### config.mk
export PLATFORM = sky130hd
export DESIGN_NAME = rv64_regfile
export DESIGN_NICKNAME = d
export VERILOG_FILES = /design/src/hw/rv64_pkg.sv /design/src/hw/rv64_regfile.sv
export VERILOG_INCLUDE_DIRS = /design/src /design/src/hw
export SDC_FILE = /design/constraint.sdc
export NUM_CORES = 2
export LEC_CHECK = 0
export ABC_CLOCK_PERIOD_IN_PS = 3360
export BUFFER_PORTS_ARGS = -buffer_cell sky130_fd_sc_hd__buf_2
export CAP_MARGIN = 20
export CORE_MARGIN = 2
export CORE_UTILIZATION = 50
export CTS_CLUSTER_SIZE = 8
export DETAILED_ROUTE_END_ITERATION = 10
export GPL_ROUTABILITY_DRIVEN = 1
export GPL_TIMING_DRIVEN = 0
export HOLD_SLACK_MARGIN = 0.06
export PLACE_DENSITY = 0.77
export SLEW_MARGIN = 30
export SYNTH_ARGS = -nofsm -noshare
export SYNTH_HDL_FRONTEND = slang
export SYNTH_SLANG_ARGS = --single-unit
### constraint.sdc
create_clock -name clock -period 3.36 [get_ports clock]
set_input_delay 0.336 -clock clock [delete_from_list [all_inputs] [get_ports clock]]
set_output_delay 0.336 -clock clock [all_outputs]
set_load 0.05 [all_outputs]
### src/hw/rv64_settings.svh
`ifndef RV64_SETTINGS_SVH
`define RV64_SETTINGS_SVH

// Core widths
`define RV_XLEN 64
`define RV_ILEN 32
`define RV_NREGS 32

// First fetch address
`define RV_RESET_PC 64'h0

// One select bit per data byte
`define RV_WB_SEL_W 8

`endif

### src/hw/rv64_pkg.sv
`default_nettype none

`include "rv64_settings.svh"

package rv64_pkg;

    typedef logic [`RV_XLEN-1:0] xlen_t;
    typedef logic [$clog2(`RV_NREGS)-1:0] reg_idx_t;
    typedef logic [`RV_WB_SEL_W-1:0] wb_sel_t;

    // Major opcodes handled by the core, anything else retires as a no-op
    typedef enum logic [6:0] {
        OPC_LUI       = 7'b0110111,
        OPC_AUIPC     = 7'b0010111,
        OPC_JAL       = 7'b1101111,
        OPC_JALR      = 7'b1100111,
        OPC_BRANCH    = 7'b1100011,
        OPC_LOAD      = 7'b0000011,
        OPC_STORE     = 7'b0100011,
        OPC_OP_IMM    = 7'b0010011,
        OPC_OP        = 7'b0110011,
        OPC_OP_IMM_32 = 7'b0011011,
        OPC_OP_32     = 7'b0111011
    } opcode_e;

    typedef enum logic [3:0] {
        ALU_ADD,
        ALU_SUB,
        ALU_SLT,
        ALU_SLTU,
        ALU_XOR,
        ALU_OR,
        ALU_AND,
        ALU_SLL,
        ALU_SRL,
        ALU_SRA
    } alu_op_e;

    // Same encoding as funct3[1:0] of loads and stores
    typedef enum logic [1:0] {
        MEM_BYTE   = 2'd0,
        MEM_HALF   = 2'd1,
        MEM_WORD   = 2'd2,
        MEM_DOUBLE = 2'd3
    } mem_size_e;

endpackage

`default_nettype wire

### src/hw/rv64_regfile.sv
`timescale 1ns/1ps
`default_nettype none

`include "rv64_settings.svh"

module rv64_regfile (
    input wire clock,
    input wire reset_n,
    input wire rv64_pkg::reg_idx_t rs1,
    input wire rv64_pkg::reg_idx_t rs2,
    input wire rv64_pkg::reg_idx_t rd,
    input wire we,
    input wire rv64_pkg::xlen_t wdata,
    output rv64_pkg::xlen_t rdata1,
    output rv64_pkg::xlen_t rdata2
);
    import rv64_pkg::*;

    xlen_t regs [`RV_NREGS];

    always_ff @(posedge clock or negedge reset_n) begin
        if (!reset_n) begin
            for (int i = 0; i < `RV_NREGS; i++) begin
                regs[i] <= '0;
            end
        end else if (we && (rd != '0)) begin  // x0 is never written
            regs[rd] <= wdata;
        end
    end

    assign rdata1 = regs[rs1];
    assign rdata2 = regs[rs2];

    x0_zero_a: assert property (@(posedge clock) disable iff (!reset_n)
        (regs[0] == '0));

endmodule

`default_nettype wire

==> metrics.yaml <==
outcome:
  status: "finished with violations"
  violations: "setup timing"
pwr:
  seq_power_share_pct: 41.5
  power.switching_mw: 24.0
  p_total_mw: 79.7
  peakVddDrop_mv: 0.464
  clock_power_share_pct: 34.5
  p_per_area_mw_per_mm2: 632
  leakage_nw: 54.8
  p_comb_share_pct: 24.0
  sw_frac_of_total_pct: 30.1
  p_int_mw: 55.8
setup_path:
  r2r_end: "regs[790]"
  cpPeakStageDelay_ns: 0.54
  rrSetupSlack_ns: 2.53
  endpoint_kind: "output port"
  worstPathMaxFanout: 10
  startpoint_type: "input pin"
  crit_chain: "buf_4 > buf_2 > buf_2 > buf_16 > mux2_2 > o22ai_1 > a221oi_4 > buf_2"
  required_ns: 3.02
  timing.rr.start: "regs[790]"
  worstPathArrival_ns: 3.22
  cp_slowest_cell: "buf_2"
  crit_type: "input pin to output port"
  cp_common_cell: "buf_2"
  worstRegToRegCells: 1
die:
  core-area_sq_mm: 0.214
  start_util_pct: 50.2
  fp.dieW_microns: 468
  die_y_microns: 468
  rows: 170
  die_area_sq_mm: 0.219
  io_pins: 210
place:
  portBuffers: 201
  post-place-cells: 9690
  place_area_sq_mm: 0.116
  hpwlAfterDp_microns: 326000
  place.gp.congestion: 1.02
grt:
  grt_pass1_wl_microns: 658000
  grt_pass1_vias: 78000
  grt_max_degree: 127
  grt_util_all_layers_pct: 45.0
  antenna_found_initial: 72
  grt.overflow.total: 0
clock_tree:
  cts_buffers: 306
  cts_buffer_depth: 4
  cts.clk_slew.worst_paths_ns: 0.05
  clock_sinks: 2048
  clkLatencyLatePin_ns: 0.95
  cts_root_buf: "clkbuf_16"
  ctsHtreeMaxLevel: 5
  cts_tree: "built"
sta:
  hold_ws_ns: 0.0446
  rsz0062_at_grt: "true"
  worstMarginPinSlew_ns: 1.22
  max_freq_mhz: 281
  fin_worst_skew_ns: 0
  hold_violations: 0
  finalMaxSlewViolations: 0
  worst_slack_ns: -0.200
  period_share_pct: 106
  fin_crit_ns: 3.56
  slew_headroom_pct: 18.8
  tns_ns: -4.43
  setup_viol: 64
route:
  drt-total-wl_microns: 492000
  vias: 79200
  first_iter_violations: 13300
  first_pass_iters: 8
  ant_nets: 0
  drt-vias-per-instance: 7.81
  drc: 0
  wl_per_cell_microns: 48.5
final_layout:
  drive_gt1_share_pct: 62.1
  reg.largest.list: "regs x2048"
  fill_cells: 15900
  largest_register_ff_count: 2048
  final_common_cell: "mux2_2"
  fin_cells: 10100
  top_register: "regs"
  mostFrequentLayoutCells: "mux2_2 (2151), dfrtp_1 (2048), mux4_2 (1145)"
  final_nets: 7309
  ff_latch_area_sq_mm: 0.0512
  multi_input_area_sq_mm: 0.0536
  final_cell_area_sq_mm: 0.126
  syn_to_final_growth_pct: 17.1
min_path:
  hp-class: "input pin to asynchronous set/reset pin"
yosys:
  synth_area_leaders: "dfrtp_1 (48%), mux4_2 (24%), mux2_2 (22%)"
  netlist_area_sq_mm: 0.108
  synthesis.nets: 6594
  syn-instance-count: 6512
  ys_seq_area_share_pct: 47.6
  synth_top_area_share_pct: 47.6
  synth.yosys.warnings: 0
  syn_area_per_cell_sq_um: 16.5
  synthDistinctLibCells: 30
  synth_area_leader_cell: "dfrtp_1"
  synth_seq_cells: 2048
run:
  timing.max_cap.violations: 0
==> Yosys cell counts <==
| library cell | instances |
|---|---|
| nor2b_1 | 20 |
| a221oi_1 | 34 |
| clkbuf_1 | 487 |
| buf_4 | 27 |
| and3_1 | 6 |
| mux2i_1 | 144 |
| mux2_2 | 2151 |
| o22a_1 | 3 |
| dfrtp_1 | 2048 |
| nand4_1 | 2 |
| mux4_2 | 1145 |
| a22o_1 | 9 |
| inv_1 | 1 |
| a21oi_1 | 9 |
| and2_1 | 1 |
| a211oi_1 | 3 |
| o22ai_1 | 60 |
| and2_0 | 2 |
| o31ai_1 | 3 |
| nand3_1 | 6 |
| nor2_1 | 27 |
| nand2_1 | 20 |
| a221o_1 | 26 |
| nor3b_1 | 1 |
| buf_1 | 36 |
| buf_2 | 218 |
| nand2b_1 | 5 |
| buf_6 | 5 |
| a211o_1 | 9 |
| nor3_2 | 4 |
==> metrics by stage <==
stage / util (%) / setup WS, ns
5_1_grt: 58.8 / -0.0357
6_report: 58.8 / -0.200
3_5_place_dp: 54.1 / -1.56
2_1_floorplan: - / 0.126
3_3_place_gp: 52.4 / -42.71
4_1_cts: 58.6 / -0.00101
==> cell type report <==
| cell class | instances | area share, % |
|---|---|---|
| sequential | 2048 | 40.6 |
| inverter | 1 | 0.00298 |
| antenna | 68 | 0.135 |
| clock inverter | 5 | 0.0397 |
| buffer | 771 | 3.60 |
| clock buffer | 316 | 6.24 |
| tap | 2838 | 2.81 |
| multi-input combinational | 3690 | 42.5 |
| timing repair buffer | 409 | 4.08 |
==> power by group through the flow <==
| stage | sequential, mW | clock, mW | combinational [mW] |
|---|---|---|---|
| final | 33.1 | 27.5 | 19.1 |
| after global routing | 33.5 | 28.2 | 19.5 |
| after CTS | 32.8 | 27.2 | 18.5 |
| after detailed placement | 33.1 | 0 | 18.1 |
| after global placement | 32.8 | 0 | 17.1 |
| after floorplan | 31.8 | 0 | 12.8 |
==> cell families after synthesis <==
| logic type | count (synthesis) | synth area share, % |
|---|---|---|
| mux | 3440 | 47.8 |
| flops | 2048 | 47.6 |
| buf+inv | 774 | 3.08 |
| compound gates | 156 | 1.12 |
| simple gates | 94 | 0.445 |
==> layer usage <==
layer,vias up,GRT usage (%),share of wire (%)
met3,2735,29.0,18
met1,41200,50.7,31
met5,-,3.73,0.30
met4,72,38.5,11
li1,26900,-,-
met2,8297,58.2,39
==> how the worst max path moves through the flow <==
stage                       start          to
final                      rs1[1]  rdata1[46]
after global routing       rs2[0]  rdata2[15]
after CTS                  rs2[0]  rdata2[48]
after detailed placement   rs2[1]  rdata2[36]
after global placement    reset_n  regs[1048]
after floorplan            rs2[0]  rdata2[20]
==> worst max-delay path: cells and delay by family <==
family	cells	cell delay, ns
AOI/OAI and AO/OA	2	0.64
muxes	1	0.18
buffers and inverters	5	1.97
==> what timing repair did <==
| action | CTS | global route |
|---|---|---|
| endpoints found under the hold margin | 430 | 0 |
| hold buffers | 66 | 0 |
| pin swaps | 3 | 1 |
| endpoints found under the setup margin | 126 | 74 |
| gates resized for setup | 276 | 98 |
| buffers inserted | 2 | 0 |
No activity file was read; power rests on OpenSTA's default activity.
