## src/hw/rv64_settings.svh

```systemverilog
`ifndef RV64_SETTINGS_SVH
`define RV64_SETTINGS_SVH

// Core widths
`define RV_XLEN 64
`define RV_ILEN 32
`define RV_NREGS 32

// First fetch address
`define RV_RESET_PC 64'h0

// One select bit per data byte
`define RV_WB_SEL_W 8

`endif

```

## src/hw/rv64_pkg.sv

```systemverilog
`default_nettype none

`include "rv64_settings.svh"

package rv64_pkg;

    typedef logic [`RV_XLEN-1:0] xlen_t;
    typedef logic [$clog2(`RV_NREGS)-1:0] reg_idx_t;
    typedef logic [`RV_WB_SEL_W-1:0] wb_sel_t;

    // Major opcodes handled by the core, anything else retires as a no-op
    typedef enum logic [6:0] {
        OPC_LUI       = 7'b0110111,
        OPC_AUIPC     = 7'b0010111,
        OPC_JAL       = 7'b1101111,
        OPC_JALR      = 7'b1100111,
        OPC_BRANCH    = 7'b1100011,
        OPC_LOAD      = 7'b0000011,
        OPC_STORE     = 7'b0100011,
        OPC_OP_IMM    = 7'b0010011,
        OPC_OP        = 7'b0110011,
        OPC_OP_IMM_32 = 7'b0011011,
        OPC_OP_32     = 7'b0111011
    } opcode_e;

    typedef enum logic [3:0] {
        ALU_ADD,
        ALU_SUB,
        ALU_SLT,
        ALU_SLTU,
        ALU_XOR,
        ALU_OR,
        ALU_AND,
        ALU_SLL,
        ALU_SRL,
        ALU_SRA
    } alu_op_e;

    // Same encoding as funct3[1:0] of loads and stores
    typedef enum logic [1:0] {
        MEM_BYTE   = 2'd0,
        MEM_HALF   = 2'd1,
        MEM_WORD   = 2'd2,
        MEM_DOUBLE = 2'd3
    } mem_size_e;

endpackage

`default_nettype wire

```

## src/hw/rv64_flow_unit.sv

```systemverilog
`timescale 1ns/1ps
`default_nettype none

`include "rv64_settings.svh"

module rv64_flow_unit (
    input wire rv64_pkg::xlen_t pc,
    input wire rv64_pkg::xlen_t rs1_val,
    input wire rv64_pkg::xlen_t rs2_val,
    input wire rv64_pkg::xlen_t imm,
    input wire is_branch,
    input wire is_jal,
    input wire is_jalr,
    input wire [2:0] branch_funct,
    output logic taken,
    output rv64_pkg::xlen_t target,
    output rv64_pkg::xlen_t link,
    output rv64_pkg::xlen_t mem_addr
);
    import rv64_pkg::*;

    xlen_t rel_target;
    logic eq;
    logic lt;
    logic ltu;
    logic cond;

    assign eq = (rs1_val == rs2_val);
    assign lt = ($signed(rs1_val) < $signed(rs2_val));
    assign ltu = (rs1_val < rs2_val);

    always_comb begin
        case (branch_funct)
            3'b000: cond = eq;    // BEQ
            3'b001: cond = !eq;   // BNE
            3'b100: cond = lt;    // BLT
            3'b101: cond = !lt;   // BGE
            3'b110: cond = ltu;   // BLTU
            3'b111: cond = !ltu;  // BGEU
            default: cond = 1'b0;
        endcase
    end

    // JALR shares the rs1 + imm adder with loads and stores
    assign mem_addr = rs1_val + imm;
    assign rel_target = pc + imm;
    assign target = is_jalr ? {mem_addr[`RV_XLEN-1:1], 1'b0} : rel_target;
    assign link = pc + `RV_XLEN'(4);
    assign taken = is_jal || is_jalr || (is_branch && cond);

endmodule

`default_nettype wire

```

## config.mk

```make
export PLATFORM = sky130hd
export DESIGN_NAME = rv64_flow_unit
export DESIGN_NICKNAME = d
export VERILOG_FILES = /design/src/hw/rv64_pkg.sv /design/src/hw/rv64_flow_unit.sv
export VERILOG_INCLUDE_DIRS = /design/src /design/src/hw
export SDC_FILE = /design/constraint.sdc
export NUM_CORES = 1
export LEC_CHECK = 0
export CORE_AREA = 2 2 179 181
export DETAILED_ROUTE_END_ITERATION = 16
export DIE_AREA = 0 0 181 183
export DONT_BUFFER_PORTS = 1
export PLACE_DENSITY_LB_ADDON = 0.05
export RECOVER_POWER = 25
export REMOVE_ABC_BUFFERS = 1
export SLEW_MARGIN = 10
export SYNTH_ARGS = -nofsm -noshare
export SYNTH_HDL_FRONTEND = slang
export SYNTH_SLANG_ARGS = --single-unit
```

## constraint.sdc

```tcl
create_clock -name vclk -period 7.61
set_input_delay 1.1415 -clock vclk [all_inputs]
set_output_delay 1.1415 -clock vclk [all_outputs]
set_load 0.01 [all_outputs]
```

==> results of run 1 <==
[routing by layer]
layer  vias to the layer above  GRT usage, %  share of wire [%]
met3                        35          6.08                7.6
met1                      5389          31.6                 43
met4                         0          4.03                1.8
met2                       377          44.8                 48
li1                       5812             -                  -
met5                         -             0                  0
[power by group]
| group | leakage [nW] | switching (W) | internal, W |
|---|---|---|---|
| Clock | 0.00000634 | 0 | 0.0000000000176 |
| Combinational | 5.19 | 0.000660 | 0.000365 |
| Sequential | 0 | 0 | 0 |
| Total | 5.19 | 0.000660 | 0.000365 |
[cell usage after synthesis (4+ instances only)]
library cell	instances
a21oi_1	178
a21o_1	109
o211ai_1	11
o22ai_1	6
mux2_2	8
o31ai_1	9
o21bai_1	21
and2_1	10
nor4_1	8
clkbuf_1	46
nand4_1	51
or3_1	8
o21ai_1	9
xnor2_1	109
ha_1	191
buf_2	10
or2_2	5
inv_1	106
a21boi_0	5
and3_1	25
o21ai_0	109
nand3_1	54
nor3_1	22
nand2b_1	20
nor2_1	120
a31oi_1	17
a21oi_2	4
o21a_1	14
a2111oi_0	4
nor2b_1	25
buf_1	6
nand2_1	134
xor2_1	67
o31a_1	4
a211oi_1	18
and4_1	10
a211o_1	5
[final cells by class]
class | count | area [sq um] | share of cell area (%)
tap | 402 | 503 | 4.54
inverter | 107 | 402 | 3.62
antenna | 1 | 2.50 | 0.0226
timing repair buffer | 3 | 18.8 | 0.169
multi-input combinational | 1448 | 10200 | 91.6
[worst max path at each step]
stage                           from          to  cells past startpoint
after floorplan           rs1_val[0]  target[48]                     14
after global placement         pc[0]  target[42]                     14
after detailed placement       pc[0]  target[42]                     14
after CTS                      pc[0]  target[42]                     14
after global routing           pc[0]  target[42]                     14
final                          pc[0]  target[42]                     14
[metrics by stage]
| step | instances | setup slack (ps) | power [W] | area [sq um] | utilization, % |
|---|---|---|---|---|---|
| final | 1961 | 1330 | 0.00102 | 11100 | 35.5 |
| after global routing | 1960 | 1020 | 0.00113 | 11100 | 35.5 |
| after CTS | 1960 | 1370 | 0.00102 | 11100 | 35.5 |
| after detailed placement | 1960 | 1410 | 0.00102 | 11100 | 35.5 |
| after global placement | 1960 | 1430 | 0.00102 | 11100 | 35.5 |
| after floorplan | 1555 | 2490 | 0.000782 | 10600 | - |
[critical path, delay by kind of cell]
kind | cells | cell delay, ps
simple gates | 1 | 160
mux | 1 | 310
buf+inv | 1 | 70
fa+ha+maj | 2 | 600
compound gates | 8 | 2740
xor+xnor | 1 | 100
[cells by family (layout without fill, tap and decap cells)]
group | Yosys count | in the layout | synth area share, %
buf+inv | 174 | 110 | 6.30
mux | 10 | 10 | 1.02
compound gates | 566 | 566 | 33.3
xor+xnor | 176 | 176 | 14.2
simple gates | 503 | 503 | 22.8
fa+ha+maj | 193 | 193 | 22.4
other cells | 0 | 1 | 0
==> run summary, run 1 <==
max frequency - 159 MHz
min-delay src - pc[0]
I/O pin count - 455
row count - 65
pwr dens - 92.4 mW/mm^2
Final Setup Violations - 0
fill count - 3,534
setup repair after global routing missed its margin - false
critical path fanouts, max - 3
Gate Count Post-Synth - 1,622
syn_area_per_cell - 6.69 sq um
Final period util - 82.5%
Worst path slowest cell - o21ai_0
first-pass GRT wire length - 66,600 microns
Avg Vias per Cell - 5.92
Pleak - 5.19 nW
critical path launch point type - primary input
# DRC - 0
Initial Util - 34.7%
Data arrival, critical path - 5140 ps
layout cells sized above 1 - 2.37%
Vias - 11,613
largest area contributor in the netlist - ha_1
Iter 0 DRT Violations - 654
Die X - 181 microns
Final Wtd Congestion - 0.912
DRT Wirelength - 44,700 microns
Tmin final - 6280 ps
Worst path max stage delay - 830 ps
Unique masters post-synth - 75
Final #Nets - 2,015
Rel. slew slack - 32.2%
DP Wirelength - 39,500 microns
largest net degree at the start of global routing - 71
Warnings, synthesis - 0
die height - 183 microns
Worst Max-Slew Pin Slew - 1010 ps
Worst setup EP type - output port
final count of hold timing violations - 0
WHS Path Cells - 0
crit-path most repeated cell - o21ai_0
CLK BUF - 0
hold buffers post-CTS - 0
GRT overflow - 0
Final Slew Violations - 0
most frequent cells in the layout - 191 x ha_1, 178 x a21oi_1, 134 x nand2_1
max_cap viols - 0
Hold Path End - link[0]
Seq/Total Area, Yosys - 0%
Worst EP required - 6470 ps
Netlist Area Pre-Place - 0.0108 sq mm
Area Growth Syn to Fin - 2.24%
Hold WS - 2280 ps
Setup TNS - 0 ps
critical path cell sequence - ha_1, inv_1, fa_1, nor2b_1, o2111ai_1, a21oi_1, o21ai_0, o21ai_0, a21oi_1, o21ai_0, a21oi_1, o21ai_0, xor2_1, mux2_2
Max rail drop VDD - 0.0362 mV
Seq cells - 0
post-cts resize count - 0
Overall Global Routing Usage - 25.3%
die footprint - 0.0331 sq mm
Routed WL per cell - 22.8 microns
Port Buf Inserts - 0
TritonRoute pass-1 iters - 5
CP Class - in2out
antenna viol nets, final - 0
Hold WC Path Type - in2out
status - completed
Reg area - 0 sq um
largest cells by area after synthesis - ha_1 22%, xnor2_1 8.8%, a21oi_1 8.2%
Placeable Area - 0.0312 sq mm
vias in the first global route - 11,469
Post-CTS Setup Bufs - 0
post-synth top area share - 22.0%
initial antenna violation count - 1
commonest non-fill, non-tap cell in the layout - ha_1
Power figures use the tool's default switching activity.
==> inputs of run 2 (changes only) <==
==> constraint.sdc (replaced) <==
create_clock -name vclk -period 5.1
set_input_delay 0.765 -clock vclk [all_inputs]
set_output_delay 0.765 -clock vclk [all_outputs]
set_load 0.01 [all_outputs]
==> run 2 against run 1 <==
Net effect: count of clock-buffer cells in the layout stayed put; via count is 2.2% higher; first-iteration DRC count is 0.61% lower; flip-flop and latch count stayed put; global-route usage is 0.39 points higher; die area stayed put; critical path depth is 1 higher; final area is 4.4% higher; setup slack worse by 1200 ps; hold slack worse by 750 ps; core utilization is 1.6 points higher; cell count is 3.3% higher; largest cell class unchanged.
==> run summary, run 2 (synthesis gave the netlist of run 1 again) <==
status - completed
die height - 183 microns
Iter 0 DRT Violations - 650
Setup WS pre-CTS - -167 ps
start point of the critical path - pc[15]
Data arrival, critical path - 4170 ps
Vias - 11,864
Worst Max-Slew Pin Slew - 891 ps
critical path cell sequence - ha_1, nand2_1, nor2_1, o21ai_0, a2111oi_1, buf_4, a31oi_1, o21ai_2, buf_4, a31o_2, nand2_1, o21ai_0, xnor2_1, a21oi_1, buf_4
GRT overflow - 0
setup repair after global routing missed its margin - true
Worst path slowest cell - a2111oi_1
max_cap viols - 0
Setup TNS - 0 ps
Routed WL per cell - 22.5 microns
Avg Vias per Cell - 5.86
crit-path most repeated cell - buf_4
Hold WC Path Type - in2out
final instance area - 0.0116 sq mm
max frequency - 203 MHz
Worst setup EP type - output port
vias in the first global route - 11,713
min-delay src - pc[0]
met3 WL - 3330 microns
Initial Util - 34.7%
Die X - 181 microns
top sig layer - met4
final count of hold timing violations - 0
critical path launch point type - primary input
placed inst area - 0.0115 sq mm
Final period util - 96.7%
Final Slew Violations - 0
largest net degree at the start of global routing - 71
Final Wtd Congestion - 0.923
row count - 65
Area Growth Syn to Fin - 6.75%
Final #Nets - 2,078
WHS Path Cells - 0
setup ws final - 169 ps
final cell count without fillers - 2,025
Worst path max stage delay - 520 ps
met2 routed WL - 22,100 microns
I/O pin count - 455
hold buffers post-CTS - 0
first-pass GRT wire length - 67,500 microns
Tmin final - 4930 ps
Rel. slew slack - 40.1%
Placeable Area - 0.0312 sq mm
Final Setup Violations - 0
Seq cells - 0
DP Wirelength - 40,100 microns
antenna viol nets, final - 0
CLK BUF - 0
die footprint - 0.0331 sq mm
commonest non-fill, non-tap cell in the layout - ha_1
wl on met1 - 19,400 microns
DRT Wirelength - 45,600 microns
critical path fanouts, max - 6
initial antenna violation count - 1
Worst EP required - 4340 ps
Port Buf Inserts - 0
Overall Global Routing Usage - 25.7%
layout cells sized above 1 - 6.35%
placed insts - 2,021
# DRC - 0
TritonRoute pass-1 iters - 5
CP Class - in2out
most frequent cells in the layout - 191 x ha_1, 177 x a21oi_1, 134 x nand2_1
Reg area - 0 sq um
## run 2: changes by cell type in the layout (fill, tap and decap cells not counted), sizes merged
cell    change
clkbuf      +1
buf        +62
diode       +1
## run 2: cell type report
class | count | area (sq um)
Inverter | 107 | 402
Tap cell | 402 | 503
Antenna cell | 2 | 5.00
Timing Repair Buffer | 66 | 488
Multi-Input combinational cell | 1448 | 10200
Fill cell | 3479 | 19700
## run 2: critical path, delay by kind of cell
| family | cells | cell delay (ps) |
|---|---|---|
| XOR/XNOR | 1 | 170 |
| adder cells (fa/ha/maj) | 1 | 400 |
| AO/OA/AOI/OAI | 7 | 1810 |
| buffers and inverters | 3 | 520 |
| AND/OR/NAND/NOR | 3 | 500 |
## run 2: per-stage QoR
stage	hold WS (ps)	util, %
2_1_floorplan	1530	-
3_3_place_gp	1530	37.0
3_5_place_dp	1530	37.0
4_1_cts	1530	37.0
5_1_grt	1530	37.1
6_report	1530	37.1
## run 2: worst paths after layout
check | slack (ps) | end
max | 170 | target[61]
min | 1530 | link[0]
## run 2: timing repair
item,CTS,global route
buffers inserted,0,2
gates resized for setup,2,8
endpoints found under the setup margin,4,11
pin swaps,0,4
## run 2: metal layers
layer	up-vias	global-route usage, %
li1	5925	-
met4	0	4.03
met3	30	5.46
met2	407	46.5
met5	-	0
met1	5502	31.8
