<file path="src/hw/rv64_settings.svh">
`ifndef RV64_SETTINGS_SVH
`define RV64_SETTINGS_SVH

// Core widths
`define RV_XLEN 64
`define RV_ILEN 32
`define RV_NREGS 32

// First fetch address
`define RV_RESET_PC 64'h0

// One select bit per data byte
`define RV_WB_SEL_W 8

`endif

</file>
<file path="src/hw/rv64_pkg.sv">
`default_nettype none

`include "rv64_settings.svh"

package rv64_pkg;

    typedef logic [`RV_XLEN-1:0] xlen_t;
    typedef logic [$clog2(`RV_NREGS)-1:0] reg_idx_t;
    typedef logic [`RV_WB_SEL_W-1:0] wb_sel_t;

    // Major opcodes handled by the core, anything else retires as a no-op
    typedef enum logic [6:0] {
        OPC_LUI       = 7'b0110111,
        OPC_AUIPC     = 7'b0010111,
        OPC_JAL       = 7'b1101111,
        OPC_JALR      = 7'b1100111,
        OPC_BRANCH    = 7'b1100011,
        OPC_LOAD      = 7'b0000011,
        OPC_STORE     = 7'b0100011,
        OPC_OP_IMM    = 7'b0010011,
        OPC_OP        = 7'b0110011,
        OPC_OP_IMM_32 = 7'b0011011,
        OPC_OP_32     = 7'b0111011
    } opcode_e;

    typedef enum logic [3:0] {
        ALU_ADD,
        ALU_SUB,
        ALU_SLT,
        ALU_SLTU,
        ALU_XOR,
        ALU_OR,
        ALU_AND,
        ALU_SLL,
        ALU_SRL,
        ALU_SRA
    } alu_op_e;

    // Same encoding as funct3[1:0] of loads and stores
    typedef enum logic [1:0] {
        MEM_BYTE   = 2'd0,
        MEM_HALF   = 2'd1,
        MEM_WORD   = 2'd2,
        MEM_DOUBLE = 2'd3
    } mem_size_e;

endpackage

`default_nettype wire

</file>
<file path="src/hw/rv64_decoder.sv">
`timescale 1ns/1ps
`default_nettype none

`include "rv64_settings.svh"

module rv64_decoder (
    input wire [`RV_ILEN-1:0] instr,
    output rv64_pkg::reg_idx_t rs1,
    output rv64_pkg::reg_idx_t rs2,
    output rv64_pkg::reg_idx_t rd,
    output rv64_pkg::xlen_t imm,
    output rv64_pkg::alu_op_e alu_op,
    output logic use_imm,
    output logic word_op,
    output logic reg_write,
    output logic is_load,
    output logic is_store,
    output logic is_branch,
    output logic is_jal,
    output logic is_jalr,
    output logic is_upper,
    output logic add_pc,
    output logic load_unsigned,
    output logic [2:0] branch_funct,
    output rv64_pkg::mem_size_e mem_size
);
    import rv64_pkg::*;

    opcode_e opcode;
    logic [2:0] funct3;
    logic reg_form;
    alu_op_e alu_sel;
    xlen_t imm_i, imm_s, imm_b, imm_u, imm_j;

    assign opcode = opcode_e'(instr[6:0]);
    assign funct3 = instr[14:12];
    assign rd = instr[11:7];
    assign rs1 = instr[19:15];
    assign rs2 = instr[24:20];
    assign branch_funct = funct3;
    assign load_unsigned = funct3[2];  // LBU, LHU, LWU
    assign mem_size = mem_size_e'(funct3[1:0]);
    assign reg_form = (opcode == OPC_OP) || (opcode == OPC_OP_32);

    assign imm_i = {{(`RV_XLEN-12){instr[31]}}, instr[31:20]};
    assign imm_s = {{(`RV_XLEN-12){instr[31]}}, instr[31:25], instr[11:7]};
    assign imm_b = {{(`RV_XLEN-13){instr[31]}}, instr[31], instr[7], instr[30:25],
                    instr[11:8], 1'b0};
    assign imm_u = {{(`RV_XLEN-32){instr[31]}}, instr[31:12], 12'h000};
    assign imm_j = {{(`RV_XLEN-21){instr[31]}}, instr[31], instr[19:12], instr[20],
                    instr[30:21], 1'b0};

    // Bit 30 picks SUB only in register form, but SRA in both forms
    always_comb begin
        case (funct3)
            3'b000: alu_sel = (reg_form && instr[30]) ? ALU_SUB : ALU_ADD;
            3'b001: alu_sel = ALU_SLL;
            3'b010: alu_sel = ALU_SLT;
            3'b011: alu_sel = ALU_SLTU;
            3'b100: alu_sel = ALU_XOR;
            3'b101: alu_sel = instr[30] ? ALU_SRA : ALU_SRL;
            3'b110: alu_sel = ALU_OR;
            default: alu_sel = ALU_AND;
        endcase
    end

    always_comb begin
        imm = '0;
        alu_op = ALU_ADD;
        use_imm = 1'b0;
        word_op = 1'b0;
        reg_write = 1'b0;
        is_load = 1'b0;
        is_store = 1'b0;
        is_branch = 1'b0;
        is_jal = 1'b0;
        is_jalr = 1'b0;
        is_upper = 1'b0;
        add_pc = 1'b0;
        case (opcode)
            OPC_LUI: begin
                reg_write = 1'b1;
                is_upper = 1'b1;
                imm = imm_u;
            end
            OPC_AUIPC: begin
                reg_write = 1'b1;
                is_upper = 1'b1;
                add_pc = 1'b1;  // Upper immediate plus PC
                imm = imm_u;
            end
            OPC_JAL: begin
                reg_write = 1'b1;
                is_jal = 1'b1;
                imm = imm_j;
            end
            OPC_JALR: begin
                reg_write = 1'b1;
                is_jalr = 1'b1;
                imm = imm_i;
            end
            OPC_BRANCH: begin
                is_branch = 1'b1;
                imm = imm_b;
            end
            OPC_LOAD: begin
                reg_write = 1'b1;
                is_load = 1'b1;
                imm = imm_i;
            end
            OPC_STORE: begin
                is_store = 1'b1;
                imm = imm_s;
            end
            OPC_OP_IMM, OPC_OP_IMM_32: begin
                reg_write = 1'b1;
                use_imm = 1'b1;
                word_op = (opcode == OPC_OP_IMM_32);
                alu_op = alu_sel;
                imm = imm_i;  // Shift amount sits in the low bits
            end
            OPC_OP, OPC_OP_32: begin
                reg_write = 1'b1;
                word_op = (opcode == OPC_OP_32);
                alu_op = alu_sel;
            end
            default: reg_write = 1'b0;  // Unknown opcode retires with no effect
        endcase
    end

endmodule

`default_nettype wire

</file>
<file path="config.mk">
export PLATFORM = sky130hd
export DESIGN_NAME = rv64_decoder
export DESIGN_NICKNAME = d
export VERILOG_FILES = /design/src/hw/rv64_pkg.sv /design/src/hw/rv64_decoder.sv
export VERILOG_INCLUDE_DIRS = /design/src /design/src/hw
export SDC_FILE = /design/constraint.sdc
export NUM_CORES = 1
export LEC_CHECK = 0
export BUFFER_PORTS_ARGS = -buffer_cell sky130_fd_sc_hd__buf_2
export CAP_MARGIN = 30
export CELL_PAD_IN_SITES_DETAIL_PLACEMENT = 1
export CELL_PAD_IN_SITES_GLOBAL_PLACEMENT = 1
export CORE_ASPECT_RATIO = 0.6
export CORE_MARGIN = 5
export CORE_UTILIZATION = 24
export DETAILED_ROUTE_END_ITERATION = 8
export GPL_TIMING_DRIVEN = 0
export PLACE_DENSITY = 0.9
export SLEW_MARGIN = 25
export SYNTH_ARGS = -nofsm -noshare
export SYNTH_HDL_FRONTEND = slang
export SYNTH_SLANG_ARGS = --single-unit
export TNS_END_PERCENT = 100
</file>
<file path="constraint.sdc">
create_clock -name vclk -period 8.35
set_input_delay 1.67 -clock vclk [all_inputs]
set_output_delay 1.67 -clock vclk [all_outputs]
set_load 0.02 [all_outputs]
</file>
==> metrics.txt, run 1 <==
switching share of power=55.93%; slowest stage delay, CP=0.62 ns; Die Footprint=6345 um^2; initial core utilization=25.04%; Layout area overhead=64.14%; MaxCap Viol Count=0; GRT Total Usage=14.46%; Peak VDD IR=0.02054 mV; Worst Path Arrival=3.76 ns; final wirelength=4871 um; total power=0.07743 mW; Pleak=1.368 nW; net count after synthesis=186; drc violations=0; antenna violations before repair=0; post-route minimum period=5.426 ns; Final Cycle Share=64.98%; worst hold path type=in -> out; Rel. slew slack=48.97%; pin count of the biggest net entering global routing=34; DRT iter0 DRCs=27; Setup-failing EPs final=0; antenna-violating nets left=0; row count=19; Sequential Area=0 um^2; gpl congestion=0.8148; via count=1492; cell repeated most along the worst path=buf_2; Post-synth top cells=buf_4 (56), a21o_1 (19), nor2b_1 (9); Netlist Area Pre-Place=1155 um^2; startpoint types=input pin; Power Density=40.85 nW/um^2; Worst setup EP type=primary output; switching power=0.04330 mW; WL/cell=14.04 um; count leader, synth=buf_4; final hold violation count=0; setup ws final=2.924 ns; share of cells above drive strength 1=72.89%; Ant. Diodes=0; logic gate share of total power=100.0%; Die X=99.56 um; clock power share=0%; Cell Chain, Critical Path=buf_2 -> buf_2 -> nand2b_1 -> nor2_2 -> buf_4 -> inv_1 -> a21oi_4 -> buf_4 -> buf_2; first-pass GRT wire length=7893 um; Synth warnings=0; Final #Nets=318; status=complete, no violations; Ports=131; fmax=184.3 MHz; Int Pwr=0.03412 mW; Mean Syn Cell Area=7.499 um^2; Critical-path top delay cell=a21oi_4; Cells after Synth=154; Hold WS=3.659 ns; sequential-to-total area share from yosys stat=0%; core footprint=4612 um^2; cts repair resizes=0; RSZ-0062 raised after global routing=no; Vias/cell=4.300; most area-consuming cells after synthesis=buf_4 (36%), a21o_1 (12%), nor2b_1 (4.9%); vias in the first global route=1533; setup TNS=0 ns; Synth cell types=43; Die Height=63.73 um; Worst-Margin Slew=0.7637 ns; CTS Hold Buffers Added=0; Crit Path Category=in -> out; crit-path max FO=33; Seq cells=0; Flop pwr share=0%; worst endpoint required time=6.68 ns; clk_buf instances=0; pre-CTS setup slack=2.909 ns; First-pass DRT Iterations=4; max-slew violations=0; postcts setup bufs=0; Yosys top cell by area=buf_4; Port Buffers=130; Synth top area share=36.40%; gr ovfl total=0; DP Wirelength=4264 um
-- cells in the final DEF (no fill, tap or decap), types with 2 or more instances in the layout --
cell	count
a21o_1	19
a21oi_1	3
a22o_1	4
and2_1	3
and3_1	2
buf_2	131
buf_4	56
buf_6	3
inv_1	4
nand2_1	3
nand2b_1	5
nand3_1	2
nor2_1	8
nor2b_1	9
o21a_1	2
o21ai_0	2
-- critical path: cells and delay by family --
family          cells  cell delay (ns)
simple gates        2             0.41
buf+inv             6             1.03
compound gates      1             0.62
-- path summary, 6_finish.rpt --
check / start / endpoint / slack, ns / cells after the start
max: instr[2] / imm[32] / 2.92 / 9
min: instr[17] / rs1[2] / 3.66 / 3
-- cells by family after synthesis --
group	synth area share [%]
buffers and inverters	41.39
AO/OA/AOI/OAI	26.98
multiplexers	1.300
XOR/XNOR	0.7585
AND/OR/NAND/NOR	29.58
-- per-layer routing --
metal,vias to the layer above,wire [um],track usage (%)
li1,740,-,-
met1,697,2023,17.59
met2,55,2459,27.76
met3,0,388,2.826
met4,0,0,0.5111
met5,-,0,0
-- power groups by stage --
stage	clock network (mW)	logic, mW	registers, mW
finish	0	0.0774	0
detailed placement	0	0.0781	0
global placement	0	0.0764	0
CTS	0	0.0783	0
floorplan	0	0.0501	0
global route	0	0.0836	0
-- layout make-up --
cell class         count  area, um^2
plain buffers         60       459.2
repair buffers       130       650.6
well taps             63       78.83
multi-input cells     89       688.2
inverters              5       18.77
fillers              642        2716
-- metrics by stage --
step,instance area (um^2),util (%),instances
floorplan,1155,-,154
global placement,1884,40.86,347
detailed placement,1896,41.10,347
CTS,1896,41.10,347
global route,1896,41.10,347
finish,1896,41.10,347
No activity file was read; power rests on OpenSTA's default activity.
==> run 2: changes to the inputs <==
--- a/config.mk
+++ b/config.mk
@@ -12,10 +12,10 @@
 export CELL_PAD_IN_SITES_GLOBAL_PLACEMENT = 1
 export CORE_ASPECT_RATIO = 0.6
 export CORE_MARGIN = 5
-export CORE_UTILIZATION = 24
+export CORE_UTILIZATION = 22
 export DETAILED_ROUTE_END_ITERATION = 8
 export GPL_TIMING_DRIVEN = 0
-export PLACE_DENSITY = 0.9
+export PLACE_DENSITY = 0.83
 export SLEW_MARGIN = 25
 export SYNTH_ARGS = -nofsm -noshare
 export SYNTH_HDL_FRONTEND = slang
==> constraint.sdc (replaced) <==
create_clock -name vclk -period 5.62
set_input_delay 1.124 -clock vclk [all_inputs]
set_output_delay 1.124 -clock vclk [all_outputs]
set_load 0.02 [all_outputs]
==> run 2 against run 1 <==
  * Power rose by 48%
  * Combinational power rose by 49%
  * Largest power group unchanged
  * Sequential share of layout area did not move
  * Critical path depth did not move
  * Non-clock buffer count did not move
  * Die area rose by 7.9%
  * Worst setup slack got worse by 1.6 ns
  * Worst hold slack got worse by 1.1 ns
  * Highest routed layer unchanged
  * Critical endpoint is now imm[56]
  * Final cell count rose by 0.86%
  * Count of clock-buffer cells in the layout did not move
  * First-iteration DRC count rose by 110%
==> metrics.txt, run 2 (synthesis gave the netlist of run 1 again) <==
WL/cell=13.48 um (was 14.04 um); pin count of the biggest net entering global routing=34 (unchanged); postcts setup bufs=0 (unchanged); Fillers=691 (was 642); Pleak=1.368 nW (unchanged); most common cell after layout, fill and taps aside=buf_2 (unchanged); antenna-violating nets left=0 (unchanged); Crit Path Category=in -> out (unchanged); post-route minimum period=4.332 ns; startpoint types=input pin (unchanged); Layout area overhead=64.46% (was 64.14%); Port Buffers=130 (unchanged); placed cell area=1899 um^2 (was 1896 um^2); Die X=103.5 um (was 99.56 um); antenna violations before repair=0 (unchanged); share of cells above drive strength 1=72.89% (unchanged); Ant. Diodes=0 (unchanged); final instance area=1899 um^2 (was 1896 um^2); Sequential Area=0 um^2 (unchanged); final wirelength=4717 um (was 4871 um); min-delay src=instr[17] (unchanged); fmax=230.8 MHz; worst setup path start=instr[2] (unchanged); DRT iter0 DRCs=56 (was 27); CTS Hold Buffers Added=0 (unchanged); Die Footprint=6846 um^2 (was 6345 um^2); vias in the first global route=1456 (was 1533); RSZ-0062 raised after global routing=no (unchanged); via count=1470 (was 1492); Seq cells=0 (unchanged); max-slew violations=0 (unchanged); status=complete, no violations (unchanged); commonest non-fill, non-tap cells in the layout=buf_2 (131), buf_4 (56), a21o_1 (19) (unchanged); core footprint=5080 um^2 (was 4612 um^2); cts repair resizes=0 (unchanged); Worst setup EP type=primary output (unchanged); row count=20 (was 19); Setup-failing EPs final=0 (unchanged); Die Height=66.12 um (was 63.73 um); Vias/cell=4.200 (was 4.300); worst hold path type=in -> out (unchanged); final core occ=37.39% (was 41.10%); DP Wirelength=4129 um (was 4264 um); gpl congestion=0.7467 (was 0.8148); gr ovfl total=0 (unchanged); Power Density=60.48 nW/um^2 (was 40.85 nW/um^2); Worst Path Arrival=3.21 ns (was 3.76 ns); Ports=131 (unchanged); Final #Nets=318 (unchanged); final hold violation count=0 (unchanged); first-pass GRT wire length=7438 um (was 7893 um); crit-path max FO=33 (unchanged); setup TNS=0 ns (unchanged); worst endpoint required time=4.50 ns (was 6.68 ns); drc violations=0 (unchanged); First-pass DRT Iterations=4 (unchanged); Peak VDD IR=0.03275 mV (was 0.02054 mV); clk_buf instances=0 (unchanged); Final Cycle Share=77.09%; GRT Total Usage=12.53% (was 14.46%); MaxCap Viol Count=0 (unchanged); Rel. slew slack=48.78% (was 48.97%); total power=0.1149 mW (was 0.07743 mW); initial core utilization=22.73% (was 25.04%); Worst-Margin Slew=0.7666 ns (was 0.7637 ns)
==> run 2: cell counts in the layout (fill, tap and decap cells not counted) <==
Identical to the previous run, type by type.
==> run 2: cell type report <==
cell class	count	area, um^2	share of cell area, %
well taps	66	82.58	4.348
repair buffers	130	650.6	34.26
plain buffers	60	459.2	24.18
inverters	5	18.77	0.9881
multi-input cells	89	688.2	36.23
==> run 2: worst paths after layout <==
check  endpoint  slack, ns  cells after the start
max     imm[56]       1.29                      9
min      rs1[2]       2.57                      3
==> run 2: worst max-delay path, cell delays in order <==
cell and delay [ns]:
buf_2 0.12, buf_2 0.23, nand2b_1 0.18, nor2_2 0.24
buf_4 0.21, inv_1 0.09, a21oi_4 0.62, buf_4 0.22
buf_2 0.16
==> run 2: per-stage QoR <==
step | cells | setup WS [ns] | hold slack (ns)
after CTS | 350 | 1.250 | 2.570
after global routing | 350 | 1.051 | 2.583
after floorplan | 154 | 0.7362 | 2.361
after global placement | 350 | 0.3167 | 2.567
final | 350 | 1.288 | 2.566
after detailed placement | 350 | 1.257 | 2.571
==> run 2: layer usage <==
metal / share of wire [%] / global-route usage, % / routed length (um)
met1: 45 / 17.60 / 2116
met2: 48 / 21.43 / 2272
met3: 7.0 / 2.049 / 329
met4: 0 / 0 / 0
met5: 0 / 0 / 0
==> run 2: where the power goes <==
group,switching [mW],internal [mW]
Clock,0,0
Sequential,0,0
Combinational,0.0642,0.0507
